`src/rtl/mac_cfg_pkg.sv`:
```
package mac_cfg_pkg;

  // Datapath widths
  localparam int addr_w = 16;  // Address and register width
  localparam int byte_w = 8;   // Adder half, displacement, immediate
  localparam int op_w   = 5;   // Opcode field

  // Opcode map
  // Everything from zero up to op_mem_max is a memory reference
  localparam logic [op_w-1:0] op_mem_max = 5'b01111;
  localparam logic [op_w-1:0] op_ldreg   = 5'b10000;  // Byte load into P, B or X

  // Register select codes in the load format
  localparam logic [1:0] reg_p    = 2'd0;  // Program counter
  localparam logic [1:0] reg_b    = 2'd1;  // Base
  localparam logic [1:0] reg_x    = 2'd2;  // Index
  localparam logic [1:0] reg_none = 2'd3;  // No target, load is dropped

  // Register file depth, P B X
  localparam int reg_cnt = 3;

endpackage

```
`src/rtl/mac_instr_pkg.sv`:
```
package mac_instr_pkg;

  // Memory reference format
  // Base picked by x and b, i is indirect and not handled here
  typedef struct packed {
    logic [mac_cfg_pkg::op_w-1:0]   op;    // Opcode, 0 to op_mem_max
    logic                           x;     // Add index register
    logic                           i;     // Indirect, decoded but ignored
    logic                           b;     // Add base register
    logic [mac_cfg_pkg::byte_w-1:0] disp;  // Signed displacement
  } mem_fmt_t;

  // Register load format
  typedef struct packed {
    logic [mac_cfg_pkg::op_w-1:0]   op;   // Opcode, op_ldreg
    logic [1:0]                     sel;  // Target register select
    logic                           hi;   // 1 for upper byte
    logic [mac_cfg_pkg::byte_w-1:0] imm;  // Byte written
  } reg_fmt_t;

  // Same 16-bit word, two readings
  // Opcode sits in the same five bits in both views
  typedef union packed {
    mem_fmt_t mem;    // Memory reference view
    reg_fmt_t regld;  // Register load view
  } instr_u;

endpackage

```
`src/rtl/mac_req_if.sv`:
```
`timescale 1ns/100ps

// Decoded address request, decoder to address pipeline
// valid is a one cycle strobe, nothing pushes back
interface mac_req_if;

  logic                           valid;  // Memory reference this cycle
  logic                           use_b;  // Base register in the sum
  logic                           use_x;  // Index register in the sum
  logic [mac_cfg_pkg::byte_w-1:0] disp;   // Raw displacement byte

  // Decoder side
  modport dec (
    output valid,
    output use_b,
    output use_x,
    output disp
  );

  // Pipeline side
  modport pipe (
    input valid,
    input use_b,
    input use_x,
    input disp
  );

endinterface

```
`src/rtl/mac_addr_pipe.sv`:
```
`timescale 1ns/100ps

// Effective address in two stages
// Stage 1 picks the base (B+X through the first adder)
// Stage 2 adds the sign extended displacement
module mac_addr_pipe (
  input  logic                           clk,
  input  logic                           rst_n,
  mac_req_if.pipe                        req,
  input  logic [mac_cfg_pkg::addr_w-1:0] p,
  input  logic [mac_cfg_pkg::addr_w-1:0] b,
  input  logic [mac_cfg_pkg::addr_w-1:0] x,
  output logic                           addr_valid,
  output logic [mac_cfg_pkg::addr_w-1:0] addr
);

  localparam int bw = mac_cfg_pkg::byte_w;
  localparam int aw = mac_cfg_pkg::addr_w;

  logic [aw-1:0] bx_sum;    // B plus X
  logic [aw-1:0] base_sel;  // Mode selected base

  logic          s1_valid;
  logic [aw-1:0] s1_base;
  logic [bw-1:0] s1_disp;

  logic [bw-1:0] disp_ext;  // Upper byte of the sign extension
  logic [aw-1:0] ea_sum;

  // First adder, X split into halves on top of B
  mac_fastadd u_add_bx (
    .lo   (x[bw-1:0]),
    .hi   (x[aw-1:bw]),
    .base (b),
    .sum  (bx_sum)
  );

  // Base by mode bits
  always_comb begin
    case ({req.use_x, req.use_b})
      2'b01:   base_sel = b;       // Base only
      2'b10:   base_sel = x;       // Index only
      2'b11:   base_sel = bx_sum;  // Both
      default: base_sel = p;       // Neither, relative to P
    endcase
  end

  // Stage 1 control
  always_ff @(posedge clk) begin
    if (!rst_n) begin
      s1_valid <= 1'b0;
    end else begin
      s1_valid <= req.valid;
    end
  end

  // Stage 1 payload, only loaded on a request
  always_ff @(posedge clk) begin
    if (req.valid) begin
      s1_base <= base_sel;
      s1_disp <= req.disp;
    end
  end

  // All ones for a negative displacement
  assign disp_ext = {bw{s1_disp[bw-1]}};

  // Second adder, displacement onto the registered base
  mac_fastadd u_add_disp (
    .lo   (s1_disp),
    .hi   (disp_ext),
    .base (s1_base),
    .sum  (ea_sum)
  );

  // Stage 2 control
  always_ff @(posedge clk) begin
    if (!rst_n) begin
      addr_valid <= 1'b0;
    end else begin
      addr_valid <= s1_valid;  // Two edges after req.valid
    end
  end

  // Stage 2 payload, not held past the strobe
  always_ff @(posedge clk) begin
    if (s1_valid) begin
      addr <= ea_sum;
    end
  end

endmodule

```
`src/rtl/mac_decode.sv`:
```
`timescale 1ns/100ps

// Instruction classifier
// Memory references go to the pipeline, byte loads to the register file
module mac_decode (
  input  logic                           instr_valid,
  input  mac_instr_pkg::instr_u          instr,
  mac_req_if.dec                         req,
  output logic                           wr_en,    // Register byte write
  output logic [1:0]                     wr_sel,   // P, B or X
  output logic                           wr_hi,    // Upper byte lane
  output logic [mac_cfg_pkg::byte_w-1:0] wr_data
);

  logic [mac_cfg_pkg::op_w-1:0] op;  // Shared opcode bits
  logic                         is_mem;
  logic                         is_ld;

  assign op = instr.mem.op;  // Same bits as instr.regld.op

  // Opcode classes
  assign is_mem = (op <= mac_cfg_pkg::op_mem_max);
  assign is_ld  = (op == mac_cfg_pkg::op_ldreg) &&
                  (instr.regld.sel != mac_cfg_pkg::reg_none);  // reg_none drops the load

  // Request to the address pipeline
  always_comb begin
    req.valid = instr_valid && is_mem;
    req.use_b = instr.mem.b;     // Payload passes through regardless of valid
    req.use_x = instr.mem.x;
    req.disp  = instr.mem.disp;  // Sign extension done downstream
  end

  // Register load, lands on the next edge
  always_comb begin
    wr_en   = instr_valid && is_ld;
    wr_sel  = instr.regld.sel;
    wr_hi   = instr.regld.hi;
    wr_data = instr.regld.imm;
  end

  // Other opcodes fall through with both strobes low

endmodule

```
`src/rtl/mac_fastadd.sv`:
```
`timescale 1ns/100ps

// 16-bit add from two 8-bit halves
// Low half carries into the high half, final carry dropped
module mac_fastadd (
  input  logic [mac_cfg_pkg::byte_w-1:0] lo,    // Added to base[7:0]
  input  logic [mac_cfg_pkg::byte_w-1:0] hi,    // Added to base[15:8]
  input  logic [mac_cfg_pkg::addr_w-1:0] base,
  output logic [mac_cfg_pkg::addr_w-1:0] sum
);

  localparam int bw = mac_cfg_pkg::byte_w;

  logic [bw:0]   lo_sum;    // Low half with carry out on top
  logic          carry_lo;  // Into the high half
  logic [bw-1:0] hi_sum;

  // Low half, zero carry in
  assign lo_sum   = {1'b0, lo} + {1'b0, base[bw-1:0]};
  assign carry_lo = lo_sum[bw];

  // High half, carry out is discarded so the sum wraps
  assign hi_sum = hi + base[2*bw-1:bw] + {{(bw-1){1'b0}}, carry_lo};

  assign sum = {hi_sum, lo_sum[bw-1:0]};

endmodule

```
`src/rtl/mac_regs.sv`:
```
`timescale 1ns/100ps

// P, B and X with byte lane writes
module mac_regs (
  input  logic                           clk,
  input  logic                           rst_n,
  input  logic                           wr_en,
  input  logic [1:0]                     wr_sel,   // reg_p, reg_b, reg_x
  input  logic                           wr_hi,    // 1 writes bits 15:8
  input  logic [mac_cfg_pkg::byte_w-1:0] wr_data,
  output logic [mac_cfg_pkg::addr_w-1:0] p,
  output logic [mac_cfg_pkg::addr_w-1:0] b,
  output logic [mac_cfg_pkg::addr_w-1:0] x
);

  localparam int bw = mac_cfg_pkg::byte_w;
  localparam int aw = mac_cfg_pkg::addr_w;
  localparam int rc = mac_cfg_pkg::reg_cnt;

  logic [aw-1:0] rf [0:rc-1];  // Indexed by select code

  always_ff @(posedge clk) begin
    if (!rst_n) begin
      for (int i = 0; i < rc; i++) begin
        rf[i] <= '0;  // All three cleared
      end
    end else if (wr_en && (wr_sel != mac_cfg_pkg::reg_none)) begin
      if (wr_hi) begin
        rf[wr_sel][2*bw-1:bw] <= wr_data;  // Upper byte only
      end else begin
        rf[wr_sel][bw-1:0] <= wr_data;     // Lower byte only
      end
    end
  end

  // Named views for the pipeline
  assign p = rf[mac_cfg_pkg::reg_p];
  assign b = rf[mac_cfg_pkg::reg_b];
  assign x = rf[mac_cfg_pkg::reg_x];

endmodule

```
`src/rtl/mac_top.sv`:
```
`timescale 1ns/100ps

// Address arithmetic top
// Decoder feeds the register file and the address pipeline
module mac_top (
  input  logic                           clk,
  input  logic                           rst_n,
  input  logic                           instr_valid,
  input  logic [mac_cfg_pkg::addr_w-1:0] instr,
  output logic                           addr_valid,
  output logic [mac_cfg_pkg::addr_w-1:0] addr
);

  logic                           wr_en;
  logic [1:0]                     wr_sel;
  logic                           wr_hi;
  logic [mac_cfg_pkg::byte_w-1:0] wr_data;

  logic [mac_cfg_pkg::addr_w-1:0] p;  // Program counter
  logic [mac_cfg_pkg::addr_w-1:0] b;  // Base
  logic [mac_cfg_pkg::addr_w-1:0] x;  // Index

  mac_req_if req_if ();  // Decoder to pipeline

  mac_decode u_decode (
    .instr_valid (instr_valid),
    .instr       (instr),  // Raw word onto the union port
    .req         (req_if.dec),
    .wr_en       (wr_en),
    .wr_sel      (wr_sel),
    .wr_hi       (wr_hi),
    .wr_data     (wr_data)
  );

  mac_regs u_regs (
    .clk     (clk),
    .rst_n   (rst_n),
    .wr_en   (wr_en),
    .wr_sel  (wr_sel),
    .wr_hi   (wr_hi),
    .wr_data (wr_data),
    .p       (p),
    .b       (b),
    .x       (x)
  );

  mac_addr_pipe u_pipe (
    .clk        (clk),
    .rst_n      (rst_n),
    .req        (req_if.pipe),
    .p          (p),
    .b          (b),
    .x          (x),
    .addr_valid (addr_valid),
    .addr       (addr)
  );

endmodule

```
`config.mk`:
```
export PLATFORM = sky130hd
export DESIGN_NAME = mac_top
export DESIGN_NICKNAME = d
export VERILOG_FILES = /design/src/rtl/mac_cfg_pkg.sv /design/src/rtl/mac_instr_pkg.sv /design/src/rtl/mac_req_if.sv /design/src/rtl/mac_addr_pipe.sv /design/src/rtl/mac_decode.sv /design/src/rtl/mac_fastadd.sv /design/src/rtl/mac_regs.sv /design/src/rtl/mac_top.sv
export SDC_FILE = /design/constraint.sdc
export NUM_CORES = 1
export LEC_CHECK = 0
export BUFFER_PORTS_ARGS = -buffer_cell sky130_fd_sc_hd__buf_2
export CORE_MARGIN = 4
export CORE_UTILIZATION = 50
export DETAILED_ROUTE_END_ITERATION = 8
export PLACE_DENSITY = 0.79
export SLEW_MARGIN = 25
export SYNTH_ARGS = -nofsm -noshare
export SYNTH_HDL_FRONTEND = slang
export SYNTH_SLANG_ARGS = --single-unit
export TNS_END_PERCENT = 30
```
`constraint.sdc`:
```
create_clock -name clk -period 3.5 [get_ports clk]
set_input_delay 0.35 -clock clk [delete_from_list [all_inputs] [get_ports clk]]
set_output_delay 0.35 -clock clk [all_outputs]
set_load 0.05 [all_outputs]
```
Word level (Yosys, flattened, before mapping)
Memories as Yosys holds them, arrays and structs flattened.
Cells that the tools add are included.
{"block": "totals", "register_bits": 42, "latch_bits": 0, "ram_bits": 48, "rom_bits": 0, "inputBits": 19, "output_inout_bits": 17, "word_cells": 36, "n_memories": 1}
{"memory": "u_regs.rf", "depth": 3, "word_bits": 16, "read_ports": 3, "rd_ports_with_merged_regs": 0, "write_ports": 3, "line": "mac_regs.sv:20", "rtl": "logic [aw-1:0] rf [0:rc-1];"}
{"block": "op_classes", "n_addsub": 6, "multipliers": 0, "n_div": 0, "order_cmp": 1, "eq_ne": 5, "shift": 0, "muxes": 13, "bitwise": 0, "reduce_logical": 5}
{"operator": "$pmux 16 s3", "n": 1}
{"operator": "$add 8x8->9", "n": 2}
{"operator": "$add 8x1->8", "n": 2}
{"operator": "$add 8x8->8", "n": 2}
{"operator": "$mux 16", "n": 1}
{"operator": "$reduce_or 16->1", "n": 1}
{"operator": "$mux 1", "n": 9}
{"operator": "$eq 5x5->1 const B", "n": 1}
{"operator": "$le 5x4->1 const B", "n": 1}
{"operator": "$eq 2x2->1 const B", "n": 2}
{"operator": "$logic_and 1x1->1", "n": 4}
{"operator": "$mux 2", "n": 2}
{"operator": "$eq 2x1->1 const B", "n": 1}
{"operator": "$ne 2x2->1 const B", "n": 1}

Depth between registers and ports, before layout
Gate-level depths: netlist of the first run.
{"block": "logic_depth", "word_depth": 9, "ltp_mapped": 15, "depth_no_buf": 15}

Modules after synthesis
A second synthesis of the first run with hierarchy kept.
{"block": "hier_totals", "hier_cells": 357, "hier_area_um2": 4892.2}
{"mod": "mac_regs", "n_inst": 1, "cells_each": 134, "area_each_um2": 1909.3, "seq_area_each_um2": 1441.4}
{"mod": "mac_addr_pipe", "n_inst": 1, "cells_each": 64, "area_each_um2": 1677.9, "seq_area_each_um2": 1241.2}
{"mod": "mac_fastadd", "n_inst": 2, "cells_each": 67, "area_each_um2": 559.3, "seq_area_each_um2": 0.0}
{"mod": "mac_decode", "n_inst": 1, "cells_each": 25, "area_each_um2": 186.4, "seq_area_each_um2": 0.0}

Worst setup path after synthesis of the first run
No wires, ideal clock.
{"block": "synth_timing", "path_kind": "register to register", "from": "mem u_regs.rf[1][0] (netlist bit)", "to": "reg u_pipe.s1_base[14], data pin", "setup_ns": 0.272, "arrival_ns": 3.314, "required_time_ns": 3.228, "setup_slack_ns": -0.086, "path_stages_with_launch": 16, "path_buffers": 0, "period_less_slack_ns": 3.586, "path_cell_list": "edfxtp_1 -> ha_1 -> inv_1 -> fa_1 -> nor2b_1 -> o31ai_2 -> a21oi_1 -> a21o_1 -> a21oi_1 -> fa_1 -> fa_1 -> nor2b_4 -> o31a_1 -> o22ai_2 -> xnor2_1 -> mux4_2"}
{"element": "start: declaration", "line": "mac_regs.sv:20"}
{"element": "end signal: assignment", "line": "mac_addr_pipe.sv:60", "rtl": "s1_base <= base_sel;"}
{"element": "end: declaration", "line": "mac_addr_pipe.sv:24", "rtl": "logic [aw-1:0] s1_base;"}

==> impl_metrics.toml, run 1 <==
[drt]
highest_layer = "met4"
wl_met3_um = 500
wl_met1_um = 3810
dr.pass1.iters = 5
drc = 0
vias = 2866
dr_wl_met2_um = 4170
ant_nets = 0
wl_um = 8680
via_per_inst = 5.47
dr.first_iter.drc_count = 290
wl_per_cell_um = 16.6

[worst_setup_path]
required_ns = 3.59
cp.arrival_ns = 3.63
reg2reg_to = "u_pipe.s1_base[14]"
critPathCaptureType = "register"
path_max_fanout = 2
crit_path_start_kind = "register"
rrSetupSlack_ns = -0.04
r2r-start = "u_regs.rf[1][0]"
crit_type = "reg -> reg"
r2r_cells = 15

[logic_synthesis]
synth.ff_latch_count = 90
syn-num-nets = 396
synth_cells = 343
yosysWarnings = 0
ys_top_cells_by_area = "edfxtp_1 (55%), ha_1 (7.3%), mux4_2 (7.0%)"
synth_top_area_cell = "edfxtp_1"
ys_seq_area_share_pct = 55.6
syn_area_um2 = 4830
yosysUniqueCellTypes = 47
avgSynthCellArea_um2 = 14.1
synth_top_area_share_pct = 54.8

[timing]
min_period_ns = 3.54
hold_ws_ns = 0.311
post-route-period-util_pct = 101
relSlewSlack_pct = 44.0
hold_viol = 0
finalWorstSetupSlack_ns = -0.0370
rsz0062_at_grt = "true"
setup-violations-final = 1
max_clock_freq_ghz = 0.283
skew_ns = 0.00598
worstMarginPinSlew_ns = 0.833
maxSlewViolCount = 0

[pwr]
ir_drop_mv = 0.195
p_per_area_nw_per_um2 = 432
p_int_w = 0.00176
switching_share_pct = 25.0
p_sw_w = 0.000584
p_clk_share_pct = 28.2
combPwrFrac_pct = 17.0
p_leak_nw = 2.03
seqPwrFrac_pct = 54.8

[clock_network]
cts-buffers-inserted = 9
cts_tree = "done"
root_buffer = "clkbuf_8"
cts_max_path_buffers = 2
cts_setup_buffers = 0
cts.reportedPaths.clkPinSlew_ns = 0.08
cts_max_level = 3
clock_sinks = 90
clkLatencyLatePin_ns = 0.35

[run]
drv_cap = 0

[finish]
final_nets = 444
n_fill_cell = 724
final_common_cell = "edfxtp_1"
n_antenna_cell = 0
mostFrequentLayoutCells = "edfxtp_1 (88), and2_1 (50), buf_2 (35), ha_1 (27), nor2_1 (16)"
finalInstanceArea_um2 = 5410
syn2layout_area_growth_pct = 12.2
final_cells = 524
final_layout_size_suffix_gt1_share_pct = 23.3

[global_route]
overflow = 0
track_usage_pct = 16.6
antenna_found_initial = 0
grt_max_degree = 27
grt_pass1_vias = 2843
grt_pass1_wl_um = 14300

[placed_design]
dpl.hpwl_um = 6210
port_buffers = 35
dp_cells = 509
placed_cell_area_um2 = 5210
globalplace.congestion = 0.946

[hold_path]
holdCritPathClass = "in -> reg"
hold_start = "instr[7]"
hold_end = "u_pipe.s1_disp[7]"
hold_depth = 1

[floorplanning]
io_pins = 36
rows = 35
die_h_um = 106
core_area_um2 = 9330
dieWidth_um = 106
die_area_um2 = 11300
start_util_pct = 51.7

[run_status]
failed_checks = "setup timing"
status = "finished with violations"
[critical path: stages (launching register included)]
cell	delay, ns
edfxtp_1	0.36
ha_2	0.18
inv_1	0.06
fa_2	0.37
nor2b_4	0.14
o31ai_2	0.08
a21oi_2	0.18
a21o_1	0.16
a21oi_2	0.06
fa_2	0.36
fa_2	0.38
nor2b_4	0.12
o31a_1	0.16
o22ai_2	0.09
xnor2_1	0.12
mux4_2	0.46
[per-stage QoR]
stage	setup WS, ns	power, W	setup TNS (ns)	util, %
finish	-0.0370	0.00234	-0.0370	58.0
floorplan	0.0163	0.00159	0	-
global route	-0.216	0.00246	-0.329	58.0
global placement	-0.0688	0.00168	-0.0688	55.8
detailed placement	-0.120	0.00170	-0.120	55.8
CTS	0.0117	0.00235	0	57.8
[registers in the layout, indices dropped and copies added, names as in the netlist]
signal,cells
u_pipe.s1_disp,8
u_pipe.s1_base,16
u_pipe.addr_valid,1
u_pipe.addr,16
u_pipe.s1_valid,1
u_regs.rf,48
[logic make-up after synthesis]
family / count (synthesis) / share of synthesized area (%)
multiplexers: 17 / 7.42
buffers and inverters: 21 / 1.74
AO/OA/AOI/OAI: 61 / 8.79
adder cells (fa/ha/maj): 34 / 9.75
XOR/XNOR: 20 / 3.63
flip-flops: 90 / 55.6
AND/OR/NAND/NOR: 100 / 13.1
[metal layers]
metal  GRT usage (%)  up-vias
met4            6.11        0
met1            21.7     1360
li1                -     1386
met3            3.04       17
met2            27.7      103
met5               0        -
[worst max path at each step]
stage                     from            endpoint  slack (ns)  cells past startpoint
3_3_place_gp   u_regs.rf[1][0]  u_pipe.s1_base[14]       -0.07                     15
6_report       u_regs.rf[1][0]  u_pipe.s1_base[14]       -0.04                     15
5_1_grt        u_regs.rf[1][0]  u_pipe.s1_base[14]       -0.22                     15
2_1_floorplan  u_regs.rf[1][0]  u_pipe.s1_base[14]        0.02                     15
3_5_place_dp   u_regs.rf[1][0]  u_pipe.s1_base[14]       -0.12                     15
4_1_cts        u_regs.rf[1][0]  u_pipe.s1_base[14]        0.01                     15
[cells in the mapped netlist, drive strengths merged]
library cell and count:
edfxtp 88, and2 50, ha 28, nor2 16
inv 15, mux4 15, xnor2 14, a21oi 13
o21a 10, o21ai 8, nand2b 7, a21o 6
fa 6, xor2 6, o21bai 5, buf 4
nand2 4, nand3 4, nor2b 4, a211oi 3
nand3b 3, nor3b 3, nor4b 3, a21boi 2
a31oi 2, clkbuf 2, dfxtp 2, mux2i 2
nor3 2, o2111ai 2, o211ai 2, o22ai 2
o31a 2, o31ai 2, and3 1, nand4 1
nor4 1, o32ai 1, o41ai 1, or2 1
[timing repair]
action	CTS	global route
pin swaps	0	1
endpoints found under the setup margin	1	4
hold buffers	0	0
gates resized for setup	3	6
[area by class of cell]
class	instances	area, um^2	area share, %
Tap cell	129	161	2.98
Sequential cell	90	2680	49.5
Clock inverter	3	41.3	0.763
Multi-Input combinational cell	232	2100	38.8
Inverter	15	56.3	1.04
Timing Repair Buffer	43	235	4.34
Clock buffer	12	135	2.50
[power groups by stage]
stage	clock [W]	sequential [W]	combinational [W]
floorplan	0	0.00133	0.000259
global placement	0	0.00130	0.000374
detailed placement	0	0.00131	0.000389
CTS	0.000676	0.00128	0.000392
global route	0.000728	0.00129	0.000439
finish	0.000661	0.00128	0.000397
No activity file was read; power rests on OpenSTA's default activity.
==> run 2: changes to the inputs <==
--- a/config.mk
+++ b/config.mk
@@ -10,6 +10,7 @@
 export CORE_UTILIZATION = 50
 export DETAILED_ROUTE_END_ITERATION = 8
 export PLACE_DENSITY = 0.79
+export SKIP_LAST_GASP = 1
 export SLEW_MARGIN = 25
 export SYNTH_ARGS = -nofsm -noshare
 export SYNTH_HDL_FRONTEND = slang
==> run 2 against run 1 <==
The run still ends with setup timing left. First-iteration DRC count is 9.7% lower. Register-to-register slack hardly changed. Total power is 0.43% lower. Combinational power is 1% lower. Clock skew hardly changed. Global-route usage stayed put. Critical path depth stayed put. Critical endpoint unchanged. Largest power group unchanged. Final area is 0.30% lower. Worst hold slack better by 0.011 ns.
==> impl_metrics.toml, run 2 (synthesized netlist as in run 1, its figures left out) <==
[run_status]
status = "finished with violations"
failed_checks = "setup timing"

[pwr]
p_per_area_nw_per_um2 = 432
p_leak_nw = 2.03
ir_drop_mv = 0.194

[floorplanning]
die_area_um2 = 11300
core_area_um2 = 9330
dieWidth_um = 106
rows = 35
io_pins = 36
start_util_pct = 51.7
die_h_um = 106

[worst_setup_path]
cpPeakStageDelay_ns = 0.46
crit_type = "reg -> reg"
crit_path_start_kind = "register"
cp.arrival_ns = 3.62
crit_buf_inv = 1
required_ns = 3.58
cp_slowest_cell = "mux4_2"
crit_family = "adder cells"
cp_common_cell = "fa_2"
path_max_fanout = 2
path_cells = "ha_1 > inv_1 > fa_2 > nor2b_4 > o31ai_2 > a21oi_2 > a21o_1 > a21oi_1 > fa_2 > fa_2 > nor2b_4 > o31a_1 > o22ai_2 > xnor2_1 > mux4_2"
critPathCaptureType = "register"

[drt]
ant_nets = 0
drc = 0
vias = 2847
via_per_inst = 5.43
wl_um = 8590
wl_per_cell_um = 16.4
dr.pass1.iters = 4
dr.first_iter.drc_count = 262

[clock_network]
ctsHoldBuffers = 0
cts_max_path_buffers = 2
clkLatencyLatePin_ns = 0.34
cts.reportedPaths.clkPinSlew_ns = 0.08
cts_setup_buffers = 0
cts-buffers-inserted = 9
root_buffer = "clkbuf_8"
cts_tree = "done"
clock_sinks = 90
cts_max_level = 3

[timing]
setup-violations-final = 1
min_period_ns = 3.54
worstMarginPinSlew_ns = 0.835
hold_ws_ns = 0.322
post-route-period-util_pct = 101
hold_viol = 0
finalWorstSetupSlack_ns = -0.0356
relSlewSlack_pct = 43.9
max_clock_freq_ghz = 0.283
skew_ns = 0.00603
fin_tns_setup_ns = -0.0356
rsz0062_at_grt = "true"
maxSlewViolCount = 0

[finish]
largest_register_ffs = 48
final_layout_size_suffix_gt1_share_pct = 22.0
n_antenna_cell = 0
final_nets = 444
syn2layout_area_growth_pct = 11.8
n_fill_cell = 727
reg.largest.list = "u_regs.rf: 48 flops, u_pipe.addr: 16 flops, u_pipe.s1_base: 16 flops"
mostFrequentLayoutCells = "edfxtp_1 (88), and2_1 (50), buf_2 (35), ha_1 (28), nor2_1 (16)"
top_register = "u_regs.rf"
final_common_cell = "edfxtp_1"

[placed_design]
port_buffers = 35
dpl.hpwl_um = 6210
globalplace.congestion = 0.946

[global_route]
grt_max_degree = 27
antenna_found_initial = 0
grt_pass1_vias = 2843
track_usage_pct = 16.6
overflow = 0
grt_pass1_wl_um = 14300

[hold_path]
holdCritPathClass = "in -> reg"

[run]
drv_cap = 0
==> run 2: cell type report <==
class                      instances  area, um^2  area share [%]
sequential                        90        2680            49.7
multi-input combinational        232        2090            38.6
timing repair buffer              43         235            4.36
tap                              129         161            2.99
clock buffer                      12         135            2.50
inverter                          15        56.3            1.04
clock inverter                     3        41.3           0.765
==> run 2: where the power goes <==
group          leakage [nW]  switching, W  internal (W)  total (W)
Sequential            0.844     0.0000268       0.00126    0.00128
Clock                0.0841      0.000331      0.000325   0.000656
Combinational          1.11      0.000218      0.000173   0.000392
==> run 2: layer usage <==
layer | global-route usage [%] | part of all wire, % | wire length, um
met5 | 0 | 0 | 0
met4 | 6.11 | 1.1 | 98
met3 | 3.04 | 6.3 | 540
met2 | 27.7 | 50 | 4260
met1 | 21.7 | 43 | 3690
==> run 2: final timing paths <==
| kind | start | endpoint | cells after the start | slack, ns |
|---|---|---|---|---|
| min | instr[7] | u_pipe.s1_disp[7] | 1 | 0.32 |
| min reg2reg | u_pipe.s1_base[0] | u_pipe.addr[0] | 1 | 0.56 |
| max reg2reg | u_regs.rf[1][0] | u_pipe.s1_base[14] | 15 | -0.04 |
| max | u_regs.rf[1][0] | u_pipe.s1_base[14] | 15 | -0.04 |
==> run 2: timing repair <==
item / CTS / global route
setup endpoints to repair: 1 / 4
pin swaps: 0 / 1
hold endpoints to repair: 0 / 0
gates resized for setup: 3 / 1
==> run 2: stage by stage <==
stage	utilization [%]	instance area (um^2)	cells	setup WS, ns	total power (W)
2_1_floorplan	-	4830	343	0.0163	0.00159
3_3_place_gp	55.8	5200	509	-0.0688	0.00168
3_5_place_dp	55.8	5210	509	-0.120	0.00170
4_1_cts	57.8	5390	524	0.0117	0.00235
5_1_grt	57.9	5400	524	-0.227	0.00245
6_report	57.9	5400	524	-0.0356	0.00233
==> run 3: changes to the inputs <==
--- a/config.mk
+++ b/config.mk
@@ -9,7 +9,7 @@
 export CORE_MARGIN = 4
 export CORE_UTILIZATION = 50
 export DETAILED_ROUTE_END_ITERATION = 8
-export PLACE_DENSITY = 0.79
+export PLACE_DENSITY_LB_ADDON = 0.1
 export SKIP_LAST_GASP = 1
 export SLEW_MARGIN = 25
 export SYNTH_ARGS = -nofsm -noshare
==> run 3 against run 2 <==
Die area is the same. Sequential share of layout area shrank 0.42 points. The flow now finishes without violations. Critical endpoint unchanged. Combinational power grew 2%. Worst hold slack lost 0.0042 ns. Global-route usage grew 0.90 points. First-iteration DRC count shrank 9.9%. Final area grew 0.86%.
==> impl_metrics.toml, run 3 (synthesized netlist as in run 1, its figures left out) <==
[worst_setup_path]
crit_type = "reg -> reg"
required_ns = 3.59
critPathCaptureType = "register"
crit_path_start_kind = "register"
path_max_fanout = 2
cp.arrival_ns = 3.57
rrSetupSlack_ns = 0.03

[hold_path]
holdCritPathClass = "in -> reg"

[finish]
n_antenna_cell = 0
multiInputGateArea_um2 = 2080
syn2layout_area_growth_pct = 12.8
final_nets = 449
mostFrequentLayoutCells = "edfxtp_1 (88), and2_1 (50), buf_2 (35), ha_1 (28), nor2_1 (16)"
register_area_um2 = 2680
largest_register_ffs = 48
n_fill_cell = 752
final_layout_size_suffix_gt1_share_pct = 23.9
final_common_cell = "edfxtp_1"
final_cells = 530
top_register = "u_regs.rf"
reg.largest.list = "u_regs.rf: 48 flops, u_pipe.addr: 16 flops, u_pipe.s1_base: 16 flops"

[timing]
relSlewSlack_pct = 50.3
maxSlewViolCount = 0
rsz0062_at_grt = "true"
max_clock_freq_ghz = 0.288
post-route-period-util_pct = 99.2
min_period_ns = 3.47
setup-violations-final = 0
worstMarginPinSlew_ns = 0.744
skew_ns = 0.00821
hold_viol = 0

[floorplanning]
rows = 35
start_util_pct = 51.7
die_area_um2 = 11300
die_h_um = 106
dieWidth_um = 106
core_area_um2 = 9330
io_pins = 36

[drt]
drc = 0
wl_per_cell_um = 17.0
ant_nets = 0
via_per_inst = 5.38
dr.first_iter.drc_count = 236
vias = 2852
dr.pass1.iters = 4
wl_um = 9000

[run_status]
status = "finished clean"

[global_route]
grt_pass1_vias = 2831
globalRouteMet2Util_pct = 26.4
grt_max_degree = 27
antenna_found_initial = 0
grtUsageMet3_pct = 2.43
grt_util_met1_pct = 26.4
track_usage_pct = 17.5
busiest_layer = "met2"
overflow = 0
grt_pass1_wl_um = 15000

[clock_network]
cts_tree = "done"
cts_setup_buffers = 0
clkLatencyLatePin_ns = 0.34
root_buffer = "clkbuf_8"
cts-buffers-inserted = 9
cts_max_level = 3
cts_max_path_buffers = 2
cts.reportedPaths.clkPinSlew_ns = 0.09
clock_sinks = 90

[placed_design]
dpl.hpwl_um = 6590
dp_cells = 514
globalplace.congestion = 0.870
port_buffers = 35

[pwr]
ir_drop_mv = 0.170
p_per_area_nw_per_um2 = 437
power_w = 0.00238
p_leak_nw = 2.06

[run]
drv_cap = 0
==> run 3: changes by cell type in the layout (fill, tap and decap cells not counted), sizes merged <==
| cell | previous run | this run |
|---|---|---|
| buf | 43 | 48 |
| clkbuf | 12 | 9 |
| clkinv | 1 | 3 |
| inv | 15 | 17 |
==> run 3: worst paths after layout <==
| kind | startpoint | endpoint | depth (start not counted) |
|---|---|---|---|
| worst min register to register | u_pipe.s1_disp[0] | u_pipe.addr[0] | 1 |
| worst min-delay path | instr[7] | u_pipe.s1_disp[7] | 1 |
| worst max-delay path | u_regs.rf[1][0] | u_pipe.s1_base[14] | 15 |
| worst max register to register | u_regs.rf[1][0] | u_pipe.s1_base[14] | 15 |
==> run 3: layer usage <==
metal  share of wire [%]  vias up
met1                  47     1370
met5                   0        -
met3                 6.0       11
met4                 1.2        0
li1                    -     1395
met2                  45       76
==> run 3: repair_timing <==
item,CTS,global route
pin swaps,1,2
hold buffers,0,0
setup endpoints to repair,2,3
resized for setup,3,1
==> run 3: critical path: stages (launching register included) <==
cell,delay [ns]
edfxtp_1,0.36
ha_1,0.17
inv_1,0.06
fa_2,0.35
nor2b_2,0.15
o31ai_2,0.09
a21oi_2,0.15
a21o_1,0.13
a21oi_1,0.08
fa_2,0.36
fa_2,0.38
nor2b_4,0.12
o31a_1,0.17
o22ai_2,0.09
xnor2_1,0.13
mux4_2,0.46
==> run 3: metrics by stage <==
stage          TNS (ns)  hold WS, ns  setup slack [ns]  util, %  area [um^2]
2_1_floorplan         0        0.449            0.0163        -         4830
3_3_place_gp    -0.0424        0.525           -0.0424     56.2         5240
3_5_place_dp    -0.0851        0.536           -0.0812     56.2         5240
4_1_cts               0        0.300            0.0208     58.3         5440
5_1_grt          -0.314        0.296            -0.146     58.4         5440
6_report              0        0.318            0.0283     58.4         5440
==> run 3: report_power, final <==
group	switching (W)	internal [W]
combinational	0.000221	0.000178
sequential	0.0000286	0.00126
clock	0.000364	0.000329
==> run 3: area by class of cell <==
cell class | instances | share of cell area, %
clock buffers | 9 | 2.28
clock inverters | 7 | 1.24
inverters | 15 | 1.03
multi-input cells | 232 | 38.2
flip-flops and latches | 90 | 49.3
well taps | 129 | 2.96
repair buffers | 48 | 5.01
